**src/simd_pkg.sv**
```systemverilog
`default_nettype none

package simd_pkg;

	localparam int DATA_W = 64;
	localparam int ADDR_W = 32;
	localparam int REG_AW = 5;
	localparam int IMM_W = 16;
	localparam int PC_STEP = 4;

	// primary opcodes, anything else is a bubble
	typedef enum logic [0:5] {
		R_TYPE = 6'b101010,
		LW = 6'b100000,
		SW = 6'b100001,
		BEQ = 6'b100010,
		BNE = 6'b100011,
		NOP = 6'b111100
	} opcode_e;

	// r-type function field
	typedef enum logic [0:5] {
		AND = 6'b000000,
		OR = 6'b000001,
		XOR = 6'b000010,
		NOT = 6'b000011,
		MOV = 6'b000100,
		ADD = 6'b000101,
		SUB = 6'b000110,
		SHL = 6'b001010,
		SHR = 6'b001100
	} alu_func_e;

	typedef enum logic [0:1] {
		W8 = 2'b00,
		W16 = 2'b01,
		W32 = 2'b10,
		W64 = 2'b11
	} lane_width_e;

	// byte groups written back, byte 0 is the most significant
	typedef enum logic [0:2] {
		ALL = 3'b000,
		HIGH_HALF = 3'b001,
		LOW_HALF = 3'b010,
		EVEN_BYTES = 3'b011,
		ODD_BYTES = 3'b100
	} write_part_e;

	// immediate is {rb, part, width, func}
	typedef struct packed {
		opcode_e opcode;
		logic [0:REG_AW-1] rd;
		logic [0:REG_AW-1] ra;
		logic [0:REG_AW-1] rb;
		write_part_e part;
		lane_width_e width;
		alu_func_e func;
	} instr_t;

	typedef struct packed {
		alu_func_e alu_op;
		logic r_valid;
		logic is_lw;
		logic is_sw;
		logic [0:REG_AW-1] rd;
		logic [0:DATA_W-1] ra_val;
		logic [0:DATA_W-1] rb_val;
		lane_width_e width;
		write_part_e part;
		logic [0:IMM_W-1] imm;
	} id_ex_t;

	typedef struct packed {
		logic wr_en;
		logic is_lw;
		logic [0:REG_AW-1] rd;
		write_part_e part;
		logic [0:DATA_W-1] result;
	} mem_wb_t;

	// execute output toward the memory stage
	typedef struct packed {
		mem_wb_t wb;
		logic is_sw;
		logic [0:DATA_W-1] store_data;
		logic [0:ADDR_W-1] addr;
	} ex_mem_t;

endpackage

`default_nettype wire

```
**src/fetch_decode.sv**
```systemverilog
`timescale 1ns/10ps
`default_nettype none

module fetch_decode #(
	parameter logic [0:simd_pkg::ADDR_W-1] RESET_PC = '0
) (
	input wire logic clk,
	input wire logic reset,
	input wire simd_pkg::instr_t instruction,
	input wire logic [0:simd_pkg::DATA_W-1] rd_value,
	output logic [0:simd_pkg::ADDR_W-1] pc,
	output logic [0:simd_pkg::REG_AW-1] ra_idx,
	output logic [0:simd_pkg::REG_AW-1] rb_idx,
	output logic [0:simd_pkg::REG_AW-1] rd_idx,
	output simd_pkg::id_ex_t decoded
);
	import simd_pkg::*;

	instr_t ir;
	logic is_rtype;
	logic is_lw;
	logic is_sw;
	logic is_beq;
	logic is_bne;
	logic func_kept;
	logic uses_rb;
	logic take_branch;
	logic [0:IMM_W-1] imm;

	assign is_rtype = (ir.opcode == R_TYPE);
	assign is_lw = (ir.opcode == LW);
	assign is_sw = (ir.opcode == SW);
	assign is_beq = (ir.opcode == BEQ);
	assign is_bne = (ir.opcode == BNE);

	// dropped functions fall out here and become bubbles
	always_comb
	begin
		func_kept = 1'b0;
		uses_rb = 1'b0;
		case (ir.func)
			AND, OR, XOR, ADD, SUB, SHL, SHR:
			begin
				func_kept = 1'b1;
				uses_rb = 1'b1;
			end
			NOT, MOV: func_kept = 1'b1;
			default: ;
		endcase
	end

	// sw stores the register named in the rd field
	assign rd_idx = (is_rtype || is_lw || is_beq || is_bne) ? ir.rd : '0;
	assign ra_idx = is_rtype ? ir.ra : (is_sw ? ir.rd : '0);
	assign rb_idx = (is_rtype && uses_rb) ? ir.rb : '0;
	assign imm = (is_lw || is_sw || is_beq || is_bne) ?
		{ir.rb, ir.part, ir.width, ir.func} : '0;

	assign take_branch = (is_beq && rd_value == '0) || (is_bne && rd_value != '0);

	// operand values are filled in by the execute register
	always_comb
	begin
		decoded = '0;
		decoded.alu_op = ir.func;
		decoded.r_valid = is_rtype && func_kept;
		decoded.is_lw = is_lw;
		decoded.is_sw = is_sw;
		decoded.rd = rd_idx;
		decoded.width = is_rtype ? ir.width : W8;
		decoded.part = is_rtype ? ir.part : ALL;
		decoded.imm = imm;
	end

	// taken branch squashes the word fetched behind it
	always_ff @(posedge clk or posedge reset)
	begin
		if (reset)
		begin
			pc <= RESET_PC;
			ir <= '0;
		end
		else if (take_branch)
		begin
			pc <= {{(ADDR_W-IMM_W){1'b0}}, imm};
			ir <= '0;
		end
		else
		begin
			pc <= pc + PC_STEP;
			ir <= instruction;
		end
	end

	pc_aligned: assert property (@(posedge clk) disable iff (reset) (pc % PC_STEP) == 0)
		else $error("pc %h not word aligned", pc);

endmodule

`default_nettype wire

```
**config.mk**
```make
export PLATFORM = sky130hd
export DESIGN_NAME = fetch_decode
export DESIGN_NICKNAME = d
export VERILOG_FILES = /design/src/simd_pkg.sv /design/src/fetch_decode.sv
export SDC_FILE = /design/constraint.sdc
export NUM_CORES = 1
export LEC_CHECK = 0
export ABC_AREA = 1
export BUFFER_PORTS_ARGS = -buffer_cell sky130_fd_sc_hd__clkbuf_2
export CAP_MARGIN = 20
export CORE_AREA = 2 2 121 123
export CTS_CLUSTER_DIAMETER = 40
export DETAILED_ROUTE_END_ITERATION = 12
export DIE_AREA = 0 0 123 125
export PLACE_DENSITY = 0.67
export SYNTH_ARGS = -nofsm -noshare
export SYNTH_HDL_FRONTEND = slang
export SYNTH_SLANG_ARGS = --single-unit
```
**constraint.sdc**
```tcl
create_clock -name clk -period 2.4 [get_ports clk]
set_clock_uncertainty 0.05 [all_clocks]
set_input_delay 0.36 -clock clk [delete_from_list [all_inputs] [get_ports clk]]
set_output_delay 0.36 -clock clk [all_outputs]
set_load 0.005 [all_outputs]
```
==> results of run 1 <==
per-stage QoR:
stage,std cells,worst slack [ns],power [uW],utilization,hold WS (ns)
detailed placement,1002,0.351,2260,0.377,0.389
CTS,1018,0.103,3710,0.400,0.0368
global placement,1002,0.392,2250,0.377,0.385
finish,1018,0.207,3670,0.401,0.0244
global route,1018,0.0626,3910,0.401,0.0528
floorplan,786,0.392,2050,-,0.416
cell type report:
cell class / count / area, sq um / area share
Inverter: 75 / 282 / 0.0495
Clock buffer: 11 / 253 / 0.0444
Sequential cell: 64 / 1600 / 0.281
Clock inverter: 5 / 78.8 / 0.0139
Tap cell: 184 / 230 / 0.0405
Timing Repair Buffer: 185 / 978 / 0.172
Multi-Input combinational cell: 494 / 2270 / 0.398
routing by layer:
| metal | vias up | global-route usage | share of wire |
|---|---|---|---|
| li1 | 2072 | - | - |
| met1 | 1811 | 0.207 | 0.44 |
| met2 | 180 | 0.257 | 0.47 |
| met3 | 14 | 0.0411 | 0.076 |
| met4 | 0 | 0.0568 | 0.017 |
| met5 | - | 0 | 0 |
worst max-delay path, stage by stage (launching register included):
cell and delay (ns):
dfrtp_1 0.37, inv_1 0.09, nand2_1 0.09, nor2_1 0.08, and3_1 0.23, nand3_1 0.26
nor2_1 0.19, clkbuf_2 0.13
worst paths after layout:
check / startpoint / endpoint / slack, ns / depth (start not counted)
setup / recovery: ir[26] / rb_idx[1] / 0.21 / 7
hold / removal: reset / pc[8] / 0.02 / 3
setup reg to reg: ir[28] / pc[0] / 0.40 / 7
hold reg to reg: pc[30] / pc[30] / 0.46 / 2
max in group asynchronous: reset / ir[12] / 1.99 / 3
min in group clk: instruction[19] / ir[19] / 0.16 / 3
where the power goes:
| part | internal (uW) | switching [uW] | total [uW] |
|---|---|---|---|
| logic | 362 | 457 | 819 |
| registers | 1240 | 190 | 1430 |
| clock network | 963 | 466 | 1430 |
| total | 2560 | 1110 | 3670 |
layout by cell type, fill, tap and decap left out, types with 2 or more instances in the layout:
master	instances
clkbuf_2	179
nor2_1	134
conb_1	128
nand2_1	106
inv_1	74
dfrtp_1	64
nand3_1	45
nor2_2	13
xor2_1	13
nor2_4	11
xnor2_1	9
clkbuf_16	9
nand4_1	8
nor3_1	7
o21ai_0	6
buf_12	3
buf_4	3
nand2_4	2
nor3_4	2
clkinv_2	2
clkbuf_8	2
bufinv_16	2
state kept, by name, indices dropped and copies added, names as in the netlist:
signal / cells
ir: 26
decoded: 6
pc: 32
cell families after synthesis:
logic type / Yosys count
DFF: 64
adders and majority gates: 1
xor gates and xnor gates: 22
other: 1
AOI/OAI and AO/OA: 10
buffers and inverters: 228
and+or+nand+nor: 333
what timing repair did:
action,in CTS,in global routing
hold buffers,0,0
setup endpoints to repair,0,2
resized for setup,0,1
==> results.txt, run 1 <==
outcome - finished clean
Die W - 123 um
initial antenna violation count - 0
n_diodes - 0
# fillers - 1482
setup TNS - 0 ns
CP endpoint kind - output port
vias per cell - 4.00
most common library cells after synthesis - 142 x buf_4, 134 x nor2_1, 106 x nand2_1
Max Cap Viol - 0
first-pass GRT wire length - 19000 um
largest net degree at the start of global routing - 65
share of layout cells above drive strength 1 - 0.281
initial drt markers - 170
Site Rows - 44
Final Setup Violations - 0
largest family of logic cells by synthesized area - simple AND/OR/NAND/NOR gates
hpwl dp - 9860 um
CTS Buffer Depth - 2
yosys warns - 0
GRT Total Usage - 0.160
IO Port Bufs - 179
async set or reset register ratio after synthesis - 1.00
Setup Buffers After CTS - 0
Synth Instances - 659
Post-DRT Antenna Nets - 0
main area contributors after synthesis - dfrtp_1 33%, buf_4 22%, nor2_1 10%
crit path max fanout - 6
Final Cell Area - 5690 sq um
IO Pins - 308
Nets - 928
Mean Syn Cell Area - 7.30 sq um
CTS root buf - clkbuf_16
cell with the most instances after synthesis - buf_4
WL/cell - 11.8 um
endpoints failing hold - 0
Syn Std Cell Area - 4810 sq um
Die ar. - 15400 sq um
Initial Utilization - 0.339
RD Place Congestion - 0.905
mux cell area share after synthesis - 0
Seq/Total Area, Yosys - 0.333
via count of the first global-routing pass - 3798
largest area contributor in the synthesized netlist - dfrtp_1
# DRC - 0
XOR/XNOR share of the synthesized area - 0.0400
Worst Path Class, Setup - reg -> out
fmax - 456 MHz
number of flops mapped to enable cells by yosys - 0
number of synthesized register bits - 64
post-route clock period utilization - 0.914
RSZ-0062 raised after global routing - no
Pre-Repair DR Iteration Count - 4
Yosys cell types - 29
WL final - 12000 um
PwrDens - 646 nW/um^2
total number of vias - 4077
Worst Path Required - 1.99 ns
crit path time final - 2.19 ns
share of the synthesized area in the top cell type - 0.333
Reg clk slew, reported paths - 0.06 ns
dpl cell area - 5350 sq um
area share of fa/ha/maj cells after synthesis - 0.00260
maximum VDD drop - 0.325 mV
Simple-Gate Fraction of Synth Area - 0.316
Max H-tree Level - 3
Area Growth Syn to Fin - 18.2%
hold crit path type - in -> async
gr ovfl total - 0
Die H - 125 um
Final Slew Violations - 0
clk_lat worst skew - 0.33 ns
Static Leak - 0.00325 uW
element type at the critical path start - flop
Synth Area in Compound Gates - 0.0114
CTS tree - done
Core Area - 14200 sq um
clock sink count - 64
Synth Flop Type - dfrtp_1
Num CTS Buffers - 9
Worst EP arrival - 1.78 ns
Note: power is estimated with default switching activity, not from simulation.
==> run 2: changes to the inputs <==
--- a/config.mk
+++ b/config.mk
@@ -8,11 +8,11 @@
 export ABC_AREA = 1
 export BUFFER_PORTS_ARGS = -buffer_cell sky130_fd_sc_hd__clkbuf_2
 export CAP_MARGIN = 20
-export CORE_AREA = 2 2 121 123
+export CORE_ASPECT_RATIO = 0.75
+export CORE_MARGIN = 2
+export CORE_UTILIZATION = 25
 export CTS_CLUSTER_DIAMETER = 40
 export DETAILED_ROUTE_END_ITERATION = 12
-export DIE_AREA = 0 0 123 125
-export PLACE_DENSITY = 0.67
 export SYNTH_ARGS = -nofsm -noshare
 export SYNTH_HDL_FRONTEND = slang
 export SYNTH_SLANG_ARGS = --single-unit
==> run 2 against run 1 <==
Effect of this change: sequential share of layout area fell by 0.37 points; global-route usage fell by 2.8 points; worst hold slack improved by 0.047 ns; non-clock buffer count rose by 4; combinational power rose by 0.6%; core utilization fell by 9.2 points; critical path depth did not move; critical endpoint is now ra_idx[4].
==> results.txt, run 2 (same netlist as run 1, synthesis figures left out) <==
global routing's busiest layer - met2
share of layout cells above drive strength 1 - 0.296
worst-case reg-to-reg path depth - 8
most common cell after layout, fill and taps aside - clkbuf_2
CP endpoint kind - output port
via count of the first global-routing pass - 3846
r2r setup slk - 0.47 ns
Die H - 124 um
total number of vias - 4089
WL/cell - 12.5 um
Area Growth Syn to Fin - 19.8%
Die ar. - 20400 sq um
outcome - finished clean
# fillers - 2057
Final Setup Violations - 0
Core Area - 18700 sq um
IO Port Bufs - 179
vias per cell - 3.77
n_diodes - 0
initial drt markers - 155
commonest non-fill, non-tap cells in the layout - 179 x clkbuf_2, 129 x nor2_1, 128 x conb_1
Die W - 164 um
WL final - 13500 um
GR Util met1 - 0.173
slowest CP cell - dfrtp_1
largest net degree at the start of global routing - 35
Nets - 932
Most flops, register - pc
gr ovfl total - 0
worst path bufs/invs - 3
# DRC - 0
placed cells - 1067
clock sink count - 64
GRT Total Usage - 0.131
measured slew at the worst slew-check pin - 0.703 ns
CP top delay family - simple AND/OR/NAND/NOR gates
met3 Usage GRT - 0.0343
Core Util, Final - 0.309
first-pass GRT wire length - 19900 um
crit path cell chain - nor2_2 -> nand2_2 -> buf_4 -> nor2_1 -> inv_2 -> o21ai_0 -> clkbuf_2
CTS tree - done
Max Cap Viol - 0
CTS Buffer Depth - 2
grt met2 use - 0.214
max_slew headroom - 0.531
Post-DRT Antenna Nets - 0
IO Pins - 308
Worst Setup SP - ir[28]
element type at the critical path start - flop
Static Leak - 0.00323 uW
initial antenna violation count - 0
Crit Reg-Reg Startpoint - ir[28]
Levels on crit path - 7
fmax - 446 MHz
Crit path largest cell delay - 0.38 ns
Max H-tree Level - 3
Final Slew Violations - 0
endpoints failing hold - 0
Initial Utilization - 0.258
PwrDens - 600 nW/um^2
Hold Buf Count CTS - 0
Finished Layout Cells - 1084
Reg2Reg Capture Point - ir[13]
RD Place Congestion - 0.831
hpwl dp - 11600 um
Worst Path Required - 1.99 ns
Reg clk slew, reported paths - 0.05 ns
Pre-Repair DR Iteration Count - 4
max FFs per register - 32
post-route clock period utilization - 0.935
clk_lat worst skew - 0.33 ns
crit path time final - 2.24 ns
Worst Path Class, Setup - reg -> out
Site Rows - 43
Num CTS Buffers - 9
CTS root buf - clkbuf_16
Hold Slack - 0.0715 ns
Worst EP arrival - 1.83 ns
crit path max fanout - 9
maximum VDD drop - 0.348 mV
hold crit path type - in -> async
-- run 2: changes by cell type in the layout (fill, tap and decap cells not counted), sizes merged --
cell / previous run / this run
bufinv: 2 / 0
inv: 75 / 74
clkinv: 3 / 2
clkinvlp: 0 / 2
clkbuf: 190 / 191
buf: 6 / 10
-- run 2: power breakdown --
| part | total (uW) | internal (uW) | switching (uW) |
|---|---|---|---|
| registers | 1440 | 1240 | 201 |
| clock network | 1200 | 745 | 456 |
| logic | 824 | 362 | 463 |
-- run 2: how the worst max path moves through the flow --
stage,slack (ns),to
2_1_floorplan,0.39,decoded[157]
3_3_place_gp,0.30,rb_idx[2]
3_5_place_dp,0.34,decoded[156]
4_1_cts,0.04,decoded[19]
5_1_grt,-0.01,ra_idx[0]
6_report,0.16,ra_idx[4]
-- run 2: routing by layer --
metal / vias to the layer above / share of wire
met1: 1833 / 0.46
met4: 0 / 0.0075
met5: - / 0
li1: 2083 / -
met3: 8 / 0.072
met2: 165 / 0.46
-- run 2: what timing repair did --
action,in CTS,in global routing
setup buffers,0,2
pin swaps,0,1
setup endpoints to repair,7,9
resized for setup,4,16
-- run 2: area by class of cell --
class,instances,area (sq um),share of cell area
repair buffers,189,987,0.171
flip-flops and latches,64,1600,0.278
clock buffers,12,256,0.0445
multi-input cells,494,2310,0.401
inverters,75,285,0.0495
well taps,247,309,0.0536
clock inverters,3,17.5,0.00304
-- run 2: metrics by stage --
step	setup TNS, ns	setup WS, ns	cell area (sq um)	power, uW
2_1_floorplan	0	0.392	5290	2050
5_1_grt	-0.0144	-0.0144	5770	3700
3_5_place_dp	0	0.335	5420	2280
3_3_place_gp	0	0.299	5420	2270
6_report	0	0.157	5770	3460
4_1_cts	0	0.0383	5710	3520
==> run 3: changes to the inputs <==
--- a/config.mk
+++ b/config.mk
@@ -13,6 +13,7 @@
 export CORE_UTILIZATION = 25
 export CTS_CLUSTER_DIAMETER = 40
 export DETAILED_ROUTE_END_ITERATION = 12
+export PLACE_DENSITY = 0.56
 export SYNTH_ARGS = -nofsm -noshare
 export SYNTH_HDL_FRONTEND = slang
 export SYNTH_SLANG_ARGS = --single-unit
==> run 3 against run 2 <==
Effect of this change: register-to-register slack got worse by 0.16 ns; total power barely moved; cell count barely moved; sequential share of layout area rose by 0.25 points; combinational power fell by 1%; non-clock buffer count fell by 2; critical path depth did not move; critical path type unchanged.
==> results.txt, run 3 (same netlist as run 1, synthesis figures left out) <==
Worst Path Class, Setup - reg -> out
Final Cell Area - 5720 sq um
n_diodes - 0
CTS tree - done
Worst Path Required - 1.99 ns
GRT Total Usage - 0.133
final worst setup slack - 0.143 ns
most frequent CP cell - nor2_1
CP top delay family - simple AND/OR/NAND/NOR gates
Die W - 164 um
Die ar. - 20400 sq um
CTS Buffer Depth - 2
hpwl dp - 11200 um
first-pass GRT wire length - 20400 um
crit path time final - 2.26 ns
gr ovfl total - 0
hold crit path type - in -> reg
fmax - 443 MHz
initial antenna violation count - 0
total number of vias - 4143
crit path max fanout - 7
Final Slew Violations - 0
Initial Utilization - 0.258
WL/cell - 12.4 um
largest net degree at the start of global routing - 49
crit path cell chain - nand2_1 -> nor2_1 -> and3_1 -> buf_4 -> a31oi_2 -> nor2_1 -> clkbuf_2
PwrDens - 606 nW/um^2
Pre-Repair DR Iteration Count - 4
Static Leak - 0.00322 uW
Setup Buffers After CTS - 0
Crit path largest cell delay - 0.40 ns
IO Port Bufs - 179
clock sink count - 64
Most flops, register - pc
share of layout cells above drive strength 1 - 0.279
most common cell after layout, fill and taps aside - clkbuf_2
outcome - finished clean
endpoints failing hold - 0
setup TNS - 0 ns
post-route clock period utilization - 0.940
CTS root buf - clkbuf_16
element type at the critical path start - flop
vias per cell - 3.83
Post-DRT Antenna Nets - 0
RSZ-0062 raised after global routing - no
Area Growth Syn to Fin - 18.7%
max FFs per register - 32
worst path bufs/invs - 2
Num CTS Buffers - 9
IO Pins - 308
Nets - 930
Worst EP arrival - 1.85 ns
Final Setup Violations - 0
Worst Setup SP - ir[27]
Max Cap Viol - 0
WL final - 13500 um
# fillers - 2091
hold path start - instruction[2]
Site Rows - 43
Crit Reg-Reg Startpoint - ir[28]
max_slew headroom - 0.620
Core Area - 18700 sq um
Reg clk slew, reported paths - 0.05 ns
commonest non-fill, non-tap cells in the layout - 179 x clkbuf_2, 134 x nor2_1, 128 x conb_1
RD Place Congestion - 0.836
CP endpoint kind - output port
dpl cell area - 5430 sq um
Max H-tree Level - 3
dpl ws - 0.317 ns
initial drt markers - 232
Die H - 124 um
measured slew at the worst slew-check pin - 0.566 ns
clk_lat worst skew - 0.34 ns
Core Util, Final - 0.306
slowest CP cell - dfrtp_1
# DRC - 0
via count of the first global-routing pass - 3866
maximum VDD drop - 0.339 mV
==> run 3: layer usage <==
metal | track usage | share of wire
met1 | 0.179 | 0.47
met2 | 0.213 | 0.46
met3 | 0.0403 | 0.071
met4 | 0.0280 | 0.0068
met5 | 0 | 0
==> run 3: worst reg2reg max path: cells and delay by family, from the launching register on <==
family                 cells  cell delay, ns
flip-flops                 1            0.38
buffers and inverters      1            0.29
AND/OR/NAND/NOR            6            1.26
==> run 3: path summary, 6_finish.rpt <==
| path | depth (start not counted) | slack [ns] | to |
|---|---|---|---|
| min reg2reg | 2 | 0.46 | pc[31] |
| min in group asynchronous | 3 | 0.49 | pc[14] |
| min | 3 | 0.16 | decoded[159] |
| max | 7 | 0.14 | rd_idx[1] |
| max in group asynchronous | 4 | 1.19 | pc[30] |
| max reg2reg | 7 | 0.31 | ir[18] |
==> run 3: cell type report <==
type / count / area (sq um) / area share
clock buffers: 13 / 250 / 0.0438
clock inverters: 3 / 17.5 / 0.00306
multi-input cells: 494 / 2270 / 0.398
repair buffers: 187 / 983 / 0.172
inverters: 75 / 282 / 0.0493
flip-flops and latches: 64 / 1600 / 0.280
well taps: 247 / 309 / 0.0541
==> run 3: repair_timing <==
action | CTS | global route
pin swaps | 0 | 0
endpoints found under the hold margin | 15 | 0
hold buffers | 1 | 0
endpoints found under the setup margin | 10 | 3
gates resized for setup | 1 | 2
==> run 3: metrics by stage <==
step,instances,power (uW),hold WS [ns]
floorplan,786,2050,0.416
global placement,1066,2270,0.309
detailed placement,1066,2280,0.307
CTS,1083,3520,0.144
global route,1083,3720,0.151
finish,1083,3460,0.156
==> run 3: where the power goes <==
| group | switching [uW] | internal [uW] | leakage [uW] |
|---|---|---|---|
| clock network | 487 | 724 | 0.000130 |
| registers | 203 | 1230 | 0.000772 |
| logic | 451 | 362 | 0.00231 |
| total | 1140 | 2320 | 0.00322 |
