`src/simd_pkg.sv`:
```
`default_nettype none

package simd_pkg;

	localparam int DATA_W = 64;
	localparam int ADDR_W = 32;
	localparam int REG_AW = 5;
	localparam int IMM_W = 16;
	localparam int PC_STEP = 4;

	// primary opcodes, anything else is a bubble
	typedef enum logic [0:5] {
		R_TYPE = 6'b101010,
		LW = 6'b100000,
		SW = 6'b100001,
		BEQ = 6'b100010,
		BNE = 6'b100011,
		NOP = 6'b111100
	} opcode_e;

	// r-type function field
	typedef enum logic [0:5] {
		AND = 6'b000000,
		OR = 6'b000001,
		XOR = 6'b000010,
		NOT = 6'b000011,
		MOV = 6'b000100,
		ADD = 6'b000101,
		SUB = 6'b000110,
		SHL = 6'b001010,
		SHR = 6'b001100
	} alu_func_e;

	typedef enum logic [0:1] {
		W8 = 2'b00,
		W16 = 2'b01,
		W32 = 2'b10,
		W64 = 2'b11
	} lane_width_e;

	// byte groups written back, byte 0 is the most significant
	typedef enum logic [0:2] {
		ALL = 3'b000,
		HIGH_HALF = 3'b001,
		LOW_HALF = 3'b010,
		EVEN_BYTES = 3'b011,
		ODD_BYTES = 3'b100
	} write_part_e;

	// immediate is {rb, part, width, func}
	typedef struct packed {
		opcode_e opcode;
		logic [0:REG_AW-1] rd;
		logic [0:REG_AW-1] ra;
		logic [0:REG_AW-1] rb;
		write_part_e part;
		lane_width_e width;
		alu_func_e func;
	} instr_t;

	typedef struct packed {
		alu_func_e alu_op;
		logic r_valid;
		logic is_lw;
		logic is_sw;
		logic [0:REG_AW-1] rd;
		logic [0:DATA_W-1] ra_val;
		logic [0:DATA_W-1] rb_val;
		lane_width_e width;
		write_part_e part;
		logic [0:IMM_W-1] imm;
	} id_ex_t;

	typedef struct packed {
		logic wr_en;
		logic is_lw;
		logic [0:REG_AW-1] rd;
		write_part_e part;
		logic [0:DATA_W-1] result;
	} mem_wb_t;

	// execute output toward the memory stage
	typedef struct packed {
		mem_wb_t wb;
		logic is_sw;
		logic [0:DATA_W-1] store_data;
		logic [0:ADDR_W-1] addr;
	} ex_mem_t;

endpackage

`default_nettype wire

```
`src/mem_writeback.sv`:
```
`timescale 1ns/10ps
`default_nettype none

module mem_writeback (
	input wire logic clk,
	input wire logic reset,
	input wire simd_pkg::ex_mem_t ex_out,
	input wire logic [0:simd_pkg::DATA_W-1] data_in,
	output logic mem_en,
	output logic mem_wr_en,
	output logic [0:simd_pkg::ADDR_W-1] mem_addr,
	output logic [0:simd_pkg::DATA_W-1] data_out,
	output logic wb_en,
	output logic [0:simd_pkg::REG_AW-1] wb_idx,
	output simd_pkg::write_part_e wb_part,
	output logic [0:simd_pkg::DATA_W-1] wb_data
);
	import simd_pkg::*;

	ex_mem_t mem_q;
	mem_wb_t wb_q;

	always_ff @(posedge clk or posedge reset)
	begin
		if (reset)
		begin
			mem_q <= '0;
			wb_q <= '0;
		end
		else
		begin
			mem_q <= ex_out;
			wb_q <= mem_q.wb;
		end
	end

	// strobes last only while the instruction sits in the memory stage
	assign mem_en = mem_q.wb.is_lw || mem_q.is_sw;
	assign mem_wr_en = mem_q.is_sw;
	assign mem_addr = mem_q.addr;
	assign data_out = mem_q.store_data;

	// load data arrives from memory during writeback
	assign wb_en = wb_q.wr_en;
	assign wb_idx = wb_q.rd;
	assign wb_part = wb_q.part;
	assign wb_data = wb_q.is_lw ? data_in : wb_q.result;

	store_no_wb: assert property (@(posedge clk) disable iff (reset)
		mem_wr_en |-> mem_en ##1 !wb_en)
		else $error("store at %h without mem_en or with a writeback", mem_addr);

endmodule

`default_nettype wire

```
`config.mk`:
```
export PLATFORM = sky130hd
export DESIGN_NAME = mem_writeback
export DESIGN_NICKNAME = d
export VERILOG_FILES = /design/src/simd_pkg.sv /design/src/mem_writeback.sv
export SDC_FILE = /design/constraint.sdc
export NUM_CORES = 1
export LEC_CHECK = 0
export BUFFER_PORTS_ARGS = -buffer_cell sky130_fd_sc_hd__buf_2
export CELL_PAD_IN_SITES_DETAIL_PLACEMENT = 2
export CELL_PAD_IN_SITES_GLOBAL_PLACEMENT = 2
export CORE_ASPECT_RATIO = 0.7
export CORE_MARGIN = 1
export CORE_UTILIZATION = 32
export CTS_CLUSTER_DIAMETER = 200
export CTS_CLUSTER_SIZE = 10
export DETAILED_ROUTE_END_ITERATION = 6
export PLACE_DENSITY_LB_ADDON = 0.25
export SYNTH_ARGS = -nofsm -noshare
export SYNTH_HDL_FRONTEND = slang
export SYNTH_SLANG_ARGS = --single-unit
```
`constraint.sdc`:
```
create_clock -name clk -period 11.52 [get_ports clk]
set_input_delay 1.152 -clock clk [delete_from_list [all_inputs] [get_ports clk]]
set_output_delay 1.152 -clock clk [all_outputs]
set_load 0.01 [all_outputs]
```
==> summary.txt, run 1 <==
STA
  • Crit share post-route: 31.8%
  • Minimum clock period: 3.66 ns
  • Worst rel slew slack: 45.1%
  • RSZ-0062 raised after global routing: false
  • Slew @ Worst Pin: 0.823 ns
  • Fin. Hold Viols: 0
  • Max-slew violations: 0
  • Setup tns final: 0 ns
  • Setup violations, final: 0
  • Final Skew: 0.00976 ns
  • Fmax: 0.273 GHz
  • Setup ws final: 7.86 ns

Min path
  • Hold Crit Depth: 0
  • WHS Endpoint: wb_part[0]
  • Min-delay src: mem_q[161]
  • Hold Path Class: flop to flop

Place
  • Post-DP HPWL: 15.7 mm
  • Pre-CTS setup slack: 8.38 ns
  • Gpl congestion: 0.784
  • Port bufs: 407

Global route
  • Initial antenna violation count: 7
  • First-pass GRT wire length: 29.6 mm
  • Vias in the first global route: 4994
  • GRT Resource Usage Total: 15.6%
  • Grt total ovfl: 0
  • Largest net degree at the start of global routing: 115

Clock network
  • CTS root buf: clkbuf_16
  • CTS clk-pin slew, worst paths: 0.06 ns
  • Clk sinks: 245
  • Cts bufs inserted: 28
  • H-tree levels: 1
  • Clock latency on the worst-skew pair: 0.52 ns
  • CTS-repair resized insts: 0
  • CTS tree: yes
  • Max Buffers Root-to-Sink: 3
  • Hold-fix buffers, CTS: 0
  • Post-CTS Setup Bufs: 0

Synthesis
  • Syn Nets: 659
  • Post-Syn Instances: 422
  • Sequential fraction of the synthesis area: 76.6%
  • Syn Std Cell Area: 0.00800 mm²
  • Flops & latches, synth: 245
  • Yosys Warn Count: 0
  • Avg Inst Size Synth: 19.0 µm²
  • Post-synthesis cell type count: 8

Route
  • ANT nets after route: 0
  • Vias: 4379
  • DRT Pass-1 Iters: 4
  • Remaining DRCs: 0
  • Wire per inst: 19.0 µm
  • DR iter-0 viols: 144
  • Number of vias per cell: 4.05
  • WL final: 20.5 mm

Setup path
  • CP Max Fanout: 42
  • Worst EP arrival: 2.51 ns
  • WP data required: 10.37 ns
  • Path depth of the worst reg2reg path: 0
  • Crit path kind: flop to output pin
  • Reg2reg setup slack: 11.01 ns
  • RR Startpoint: mem_q[169]
  • Worst path max stage delay: 0.69 ns
  • Startpoint types: flop
  • Reg2reg end: wb_q[72]
  • Type of destination of the critical path: output pin
  • Slowest cell on the critical path: dfrtp_4
  • CP Cell Sequence: buf_4 > mux2_2 > buf_2

Die
  • Initial core utilization: 32.6%
  • I/O Pins: 408
  • Core footprint: 0.0246 mm²
  • Std cell rows: 48
  • Die H: 134 µm
  • Die X: 191 µm
  • Die area: 0.0256 mm²

Cells and area
  • P&R area growth vs syn: 28.9%
  • Final nets: 988
  • FILL cells: 2444
  • Layout cells sized above 1: 67.4%

Power and ir drop
  • Pwr Density: 177 mW/mm²
  • VDD IR max: 0.000103 V
  • LEAKAGE: 5.34 nW

Run status
  • Run status: completed

Job
  • Max_cap viols: 0
==> where the power goes <==
group	switching (mW)	internal [mW]	total, mW	leakage (nW)
logic	0.0733	0.0786	0.152	2.13
clock network	0.312	0.439	0.751	0.359
registers	0.0155	0.905	0.920	2.85
==> how the worst max path moves through the flow <==
stage / startpoint / to / slack, ns / cells after the start
floorplan: reset / data_out[0] / 3.64 / 1
global placement: wb_q[72] / wb_data[62] / 8.44 / 3
detailed placement: wb_q[72] / wb_data[62] / 8.38 / 3
CTS: wb_q[72] / wb_data[62] / 7.80 / 3
global route: wb_q[72] / wb_data[62] / 7.72 / 3
finish: wb_q[72] / wb_data[62] / 7.86 / 3
==> stage by stage <==
stage | cells | power [mW] | utilization, % | instance area, µm² | hold WS, ns
5_1_grt | 1077 | 1.90 | 41.9 | 10300 | 0.344
3_3_place_gp | 1046 | 1.08 | 38.9 | 9560 | 0.332
3_5_place_dp | 1046 | 1.09 | 38.9 | 9560 | 0.336
6_report | 1080 | 1.82 | 42.0 | 10300 | 0.342
4_1_cts | 1077 | 1.86 | 41.9 | 10300 | 0.341
2_1_floorplan | 422 | 1.03 | - | 8000 | 0.331
==> cell usage after synthesis <==
cell type / number / area share [%]
or2_2: 1 / 0.078
mux2_2: 4 / 0.56
buf_12: 6 / 1.5
inv_1: 1 / 0.047
buf_6: 1 / 0.14
dfrtp_1: 245 / 77
mux2_4: 60 / 11
buf_4: 104 / 9.8
==> worst max-delay path: cells and delay by family, from the launching register on <==
| kind | cells | cell delay, ns |
|---|---|---|
| buffers and inverters | 2 | 0.81 |
| DFF | 1 | 0.69 |
| muxes | 1 | 0.41 |
==> per-layer routing <==
| layer | vias to the layer above | GRT usage [%] | routed length, µm |
|---|---|---|---|
| li1 | 1892 | - | - |
| met1 | 2203 | 16.0 | 6860 |
| met2 | 232 | 28.7 | 10900 |
| met3 | 44 | 6.91 | 2200 |
| met4 | 8 | 4.09 | 461 |
| met5 | - | 0 | 62 |
==> layout make-up <==
cell class / instances / area [µm²] / area share [%]
Clock buffer: 30 / 729 / 7.08
Antenna cell: 3 / 7.51 / 0.0728
Clock inverter: 1 / 7.51 / 0.0728
Tap cell: 325 / 407 / 3.94
Multi-Input combinational cell: 65 / 952 / 9.24
Timing Repair Buffer: 410 / 2060 / 20.0
Inverter: 1 / 11.3 / 0.109
Sequential cell: 245 / 6130 / 59.5
==> state kept, by name (all words and copies together) (netlist names) <==
register,count
mem_q,74
data_out,64
wb_idx,5
wb_q,65
wb_en,1
mem_addr,32
wb_part,3
mem_wr_en,1
==> cells by family after synthesis <==
family        share of synthesized area [%]
buf+inv                                11.5
flops                                  76.6
mux                                    11.8
simple gates                         0.0783
==> placed cells by master, fill, tap and decap left out <==
cell,instances
dfrtp_1,244
buf_2,407
dfrtp_4,1
clkinvlp_4,1
buf_4,3
inv_8,1
mux2_2,4
clkbuf_16,29
or2_2,1
mux2_4,60
diode_2,3
clkbuf_1,1
Power figures use the tool's default switching activity.
==> inputs of run 2 (changes only) <==
--- a/config.mk
+++ b/config.mk
@@ -10,7 +10,7 @@
 export CELL_PAD_IN_SITES_GLOBAL_PLACEMENT = 2
 export CORE_ASPECT_RATIO = 0.7
 export CORE_MARGIN = 1
-export CORE_UTILIZATION = 32
+export CORE_UTILIZATION = 29
 export CTS_CLUSTER_DIAMETER = 200
 export CTS_CLUSTER_SIZE = 10
 export DETAILED_ROUTE_END_ITERATION = 6
==> constraint.sdc (replaced) <==
create_clock -name clk -period 3.7 [get_ports clk]
set_input_delay 0.37 -clock clk [delete_from_list [all_inputs] [get_ports clk]]
set_output_delay 0.37 -clock clk [all_outputs]
set_load 0.01 [all_outputs]
==> run 2 against run 1 <==
  * Clock skew down 0.0025 ns
  * Global-route usage up 3.0 points
  * Cell area up 18%
  * First-iteration DRC count down 27%
  * Count of clock-buffer cells in the layout down 1
  * Clock power rose to 3.1 times the previous value
  * Cell count up 20%
  * Via count up 17%
  * Sequential cell count unchanged
  * Register-to-register slack worse by 7.9 ns
  * Critical path type unchanged
  * Largest cell class unchanged
==> summary.txt, run 2 (same netlist as run 1, synthesis figures left out) <==
Cells and area
  • FILL cells: 2631
  • Layout cells sized above 1: 55.1%
  • P&R area growth vs syn: 51.5%
  • Most frequent cells in the layout: buf_2, dfrtp_1, dlygate4sd3_1
  • Max reg flops: 74
  • Commonest non-fill, non-tap cell in the layout: buf_2
  • Top reg by flops: mem_q
  • Final core utilization: 45.1%
  • Finished Layout Cells: 1297
  • Final nets: 1163

Min path
  • Hold Path Class: input port to async pin

Global route
  • First-pass GRT wire length: 39.7 mm
  • M1 GR Usage: 20.0%
  • Met2 usage: 35.3%
  • Initial antenna violation count: 6
  • Gr busiest metal: met2
  • GRT Resource Usage Total: 18.6%
  • GR Util met3: 5.55%
  • Vias in the first global route: 6367
  • Largest net degree at the start of global routing: 94
  • Grt total ovfl: 0

Die
  • Std cell rows: 50
  • Die area: 0.0283 mm²
  • Die X: 201 µm
  • Die H: 141 µm
  • I/O Pins: 408
  • Core footprint: 0.0269 mm²
  • Initial core utilization: 29.7%

Setup path
  • Crit path kind: flop to output pin
  • WP data required: 3.33 ns
  • CP Cell Sequence: buf_4 > mux2_2 > buf_2
  • CP Max Fanout: 32
  • Type of destination of the critical path: output pin
  • Worst EP arrival: 2.34 ns
  • Startpoint types: flop
  • Number of buffers and inverters on the critical path: 2
  • Worst path max stage delay: 0.83 ns
  • Slowest cell on the critical path: dfrtp_4
  • Worst path top cell family by delay: flip-flops

Clock network
  • Max Buffers Root-to-Sink: 3
  • CTS clk-pin slew, worst paths: 0.06 ns
  • CTS-repair resized insts: 0
  • H-tree levels: 1
  • Clock latency on the worst-skew pair: 0.53 ns
  • Cts bufs inserted: 28
  • CTS tree: yes
  • CTS root buf: clkbuf_16
  • Hold-fix buffers, CTS: 171
  • Post-CTS Setup Bufs: 0
  • Clk sinks: 245

STA
  • Final Skew: 0.00728 ns
  • Setup tns final: 0 ns
  • Fmax: 0.370 GHz
  • Slew @ Worst Pin: 0.876 ns
  • Setup violations, final: 0
  • RSZ-0062 raised after global routing: false
  • Fin. Hold Viols: 0
  • Worst rel slew slack: 41.5%
  • Crit share post-route: 73.1%
  • Min Hold Slack: 0.0264 ns
  • Max-slew violations: 0
  • Minimum clock period: 2.71 ns

Route
  • Number of vias per cell: 3.94
  • Wire per inst: 20.2 µm
  • DRT Pass-1 Iters: 3
  • ANT nets after route: 0
  • WL final: 26.2 mm
  • Remaining DRCs: 0
  • Vias: 5113
  • DR iter-0 viols: 105

Power and ir drop
  • LEAKAGE: 6.08 nW
  • VDD IR max: 0.000334 V
  • Int Pwr: 4.52 mW
  • Clock network power share: 40.0%
  • Combinational power share: 11.0%
  • Flop pwr share: 48.9%
  • Switching pwr: 1.36 mW
  • Switching share of power: 23.1%
  • Pwr Density: 485 mW/mm²

Place
  • Post-DP HPWL: 16.0 mm
  • Port bufs: 407
  • Gpl congestion: 0.822
  • Placed Cells: 1089

Job
  • Max_cap viols: 0

Run status
  • Run status: completed
[run 2: cell count changes in the layout (fill, tap and decap cells not counted), moves of 2 or more]
cell,change
dlygate4sd3_1,+171
buf_12,+2
diode_2,+3
buf_4,+2
[run 2: metrics by stage]
step | setup WS (ns) | cell area (µm²) | total power [mW]
2_1_floorplan | 0.112 | 8000 | 3.20
3_3_place_gp | 1.59 | 9660 | 3.38
3_5_place_dp | 1.56 | 9660 | 3.41
4_1_cts | 0.982 | 12100 | 5.92
5_1_grt | 0.902 | 12100 | 6.11
6_report | 0.995 | 12100 | 5.88
[run 2: routing by layer]
| layer | vias to the layer above | wire (µm) |
|---|---|---|
| met2 | 247 | 14200 |
| met1 | 2577 | 9530 |
| met5 | - | 0 |
| met3 | 48 | 1790 |
| li1 | 2241 | - |
| met4 | 0 | 707 |
[run 2: path summary, 6_finish.rpt]
check,from,to,slack (ns),depth (start not counted)
max,wb_q[72],wb_data[63],0.99,3
max in group asynchronous,reset,mem_q[123],2.70,3
min reg2reg,mem_q[114],wb_q[17],0.34,0
min,reset,mem_addr[8],0.03,2
max reg2reg,mem_q[162],wb_part[1],3.15,0
min in group clk,mem_q[114],wb_q[17],0.34,0
[run 2: power groups by stage]
stage,Clock [mW],Sequential [mW],Combinational [mW]
finish,2.35,2.88,0.648
global route,2.53,2.89,0.696
CTS,2.41,2.87,0.639
detailed placement,0,2.92,0.491
global placement,0,2.91,0.474
floorplan,0,2.89,0.309
[run 2: final cells by class]
cell class | instances | area, µm² | area share, %
flip-flops and latches | 245 | 6130 | 50.6
repair buffers | 585 | 3830 | 31.6
multi-input cells | 65 | 952 | 7.86
clock buffers | 29 | 704 | 5.81
well taps | 364 | 455 | 3.76
clock inverters | 2 | 23.8 | 0.196
diodes | 6 | 15.0 | 0.124
inverters | 1 | 7.51 | 0.0619
==> inputs of run 3 (changes only) <==
==> constraint.sdc (replaced) <==
create_clock -name clk -period 2.5 [get_ports clk]
set_input_delay 0.25 -clock clk [delete_from_list [all_inputs] [get_ports clk]]
set_output_delay 0.25 -clock clk [all_outputs]
set_load 0.01 [all_outputs]
==> run 3 against run 2 <==
  * Routed wire length is 0.49% lower
  * Register-to-register slack got worse by 1.2 ns
  * Sequential cell count is the same
  * First-iteration DRC count up 21%
  * Combinational power grew 51%
  * Largest power group unchanged
  * Sequential power grew 48%
  * Sequential share of layout area fell by 0.32 points
  * Critical path depth stayed put
  * Critical endpoint is now wb_data[0]
  * Worst setup slack got worse by 0.81 ns
  * Non-clock buffer count is 7 higher
==> summary.txt, run 3 (same netlist as run 1, synthesis figures left out) <==
Global route
  • Vias in the first global route: 6352
  • Largest net degree at the start of global routing: 92
  • First-pass GRT wire length: 39.5 mm
  • GRT Resource Usage Total: 18.6%
  • Initial antenna violation count: 5
  • Grt total ovfl: 0

Power and ir drop
  • Pwr Density: 713 mW/mm²
  • VDD IR max: 0.000585 V
  • LEAKAGE: 6.12 nW

Setup path
  • Crit path kind: flop to output pin
  • Worst path max stage delay: 0.67 ns
  • WP data required: 2.25 ns
  • RR Startpoint: mem_q[166]
  • Slowest cell on the critical path: dfrtp_4
  • Startpoint types: flop
  • Worst EP arrival: 2.07 ns
  • Crit path launch: wb_q[72]
  • Number of buffers and inverters on the critical path: 2
  • CP Max Fanout: 34
  • Type of destination of the critical path: output pin
  • CP Cell Sequence: buf_12 > mux2_2 > buf_2
  • Worst path top cell family by delay: flip-flops

Cells and area
  • FILL cells: 2637
  • Max reg flops: 74
  • Final Cell Area: 0.0122 mm²
  • P&R area growth vs syn: 52.5%
  • Reg area: 0.00613 mm²
  • Layout cells sized above 1: 55.4%
  • Footprint of the multi-input gates: 952 µm²
  • Most frequent cells in the layout: buf_2, dfrtp_1, dlygate4sd3_1
  • Commonest non-fill, non-tap cell in the layout: buf_2
  • Final nets: 1170
  • Top reg by flops: mem_q

STA
  • Crit share post-route: 92.7%
  • Slew @ Worst Pin: 0.495 ns
  • Setup violations, final: 0
  • Fmax: 0.431 GHz
  • Setup tns final: 0 ns
  • Max-slew violations: 0
  • Worst rel slew slack: 66.9%
  • RSZ-0062 raised after global routing: false
  • Fin. Hold Viols: 0
  • Final Skew: 0.00920 ns
  • Setup ws final: 0.182 ns
  • Minimum clock period: 2.32 ns

Die
  • Core footprint: 0.0269 mm²
  • Die H: 141 µm
  • Die area: 0.0283 mm²
  • I/O Pins: 408
  • Initial core utilization: 29.7%
  • Die X: 201 µm
  • Std cell rows: 50

Place
  • Pre-CTS setup slack: 0.721 ns
  • Placement Cell Area: 0.00973 mm²
  • Port bufs: 407
  • Gpl congestion: 0.812
  • Post-DP HPWL: 16.6 mm

Clock network
  • Clk sinks: 245
  • Post-CTS Setup Bufs: 0
  • CTS tree: yes
  • CTS clk-pin slew, worst paths: 0.05 ns
  • Max Buffers Root-to-Sink: 3
  • CTS root buf: clkbuf_16
  • Cts bufs inserted: 28
  • Clock latency on the worst-skew pair: 0.54 ns
  • H-tree levels: 1

Route
  • DRT Pass-1 Iters: 4
  • Vias: 5134
  • DR iter-0 viols: 127
  • Wire per inst: 20.0 µm
  • ANT nets after route: 0
  • Number of vias per cell: 3.94
  • Remaining DRCs: 0
  • WL final: 26.1 mm

Run status
  • Run status: completed

Job
  • Max_cap viols: 0

Min path
  • Hold Path Class: input port to async pin
==> run 3: changes by cell type in the layout (fill, tap and decap cells not counted), sizes merged <==
cell	change
buf	+6
diode	-1
dlygate4sd3	+1
==> run 3: timing repair <==
action	CTS	global route
resized for setup	0	0
hold buffers	172	0
endpoints found under the hold margin	184	0
==> run 3: final timing paths <==
path / slack [ns] / depth (start not counted) / to
worst max-delay path: 0.18 / 3 / wb_data[0]
worst min-delay path: 0.32 / 3 / mem_addr[8]
worst max register to register: 1.98 / 0 / wb_idx[2]
worst min register to register: 0.34 / 0 / wb_q[18]
max in group asynchronous: 1.36 / 4 / data_out[4]
min in group clk: 0.34 / 0 / wb_q[18]
==> run 3: per-layer routing <==
metal / track usage (%) / routed length (µm) / vias up
met3: 6.06 / 1830 / 31
met1: 20.2 / 9540 / 2606
met2: 35.1 / 14200 / 238
met4: 4.26 / 498 / 0
li1: - / - / 2259
met5: 0 / 0 / -
==> run 3: power breakdown <==
group / internal, mW / switching [mW]
Sequential: 4.17 / 0.0799
Combinational: 0.557 / 0.420
Clock: 1.97 / 1.50
Total: 6.70 / 2.00
==> run 3: final cells by class <==
cell class                      instances  area share [%]
Sequential cell                       245            50.3
Timing Repair Buffer                  592            32.0
Multi-Input combinational cell         65            7.81
Clock buffer                           29            5.78
Tap cell                              364            3.73
Clock inverter                          2           0.195
Antenna cell                            5           0.103
Inverter                                1          0.0616
==> run 3: through the flow <==
stage	instances	hold WS (ns)	utilization, %	power (mW)
after CTS	1298	0.282	45.3	8.80
final	1303	0.320	45.3	8.70
after global routing	1300	0.327	45.3	9.07
after detailed placement	1095	0.304	36.2	5.06
after floorplan	422	0.281	-	4.74
after global placement	1095	0.286	36.2	5.02
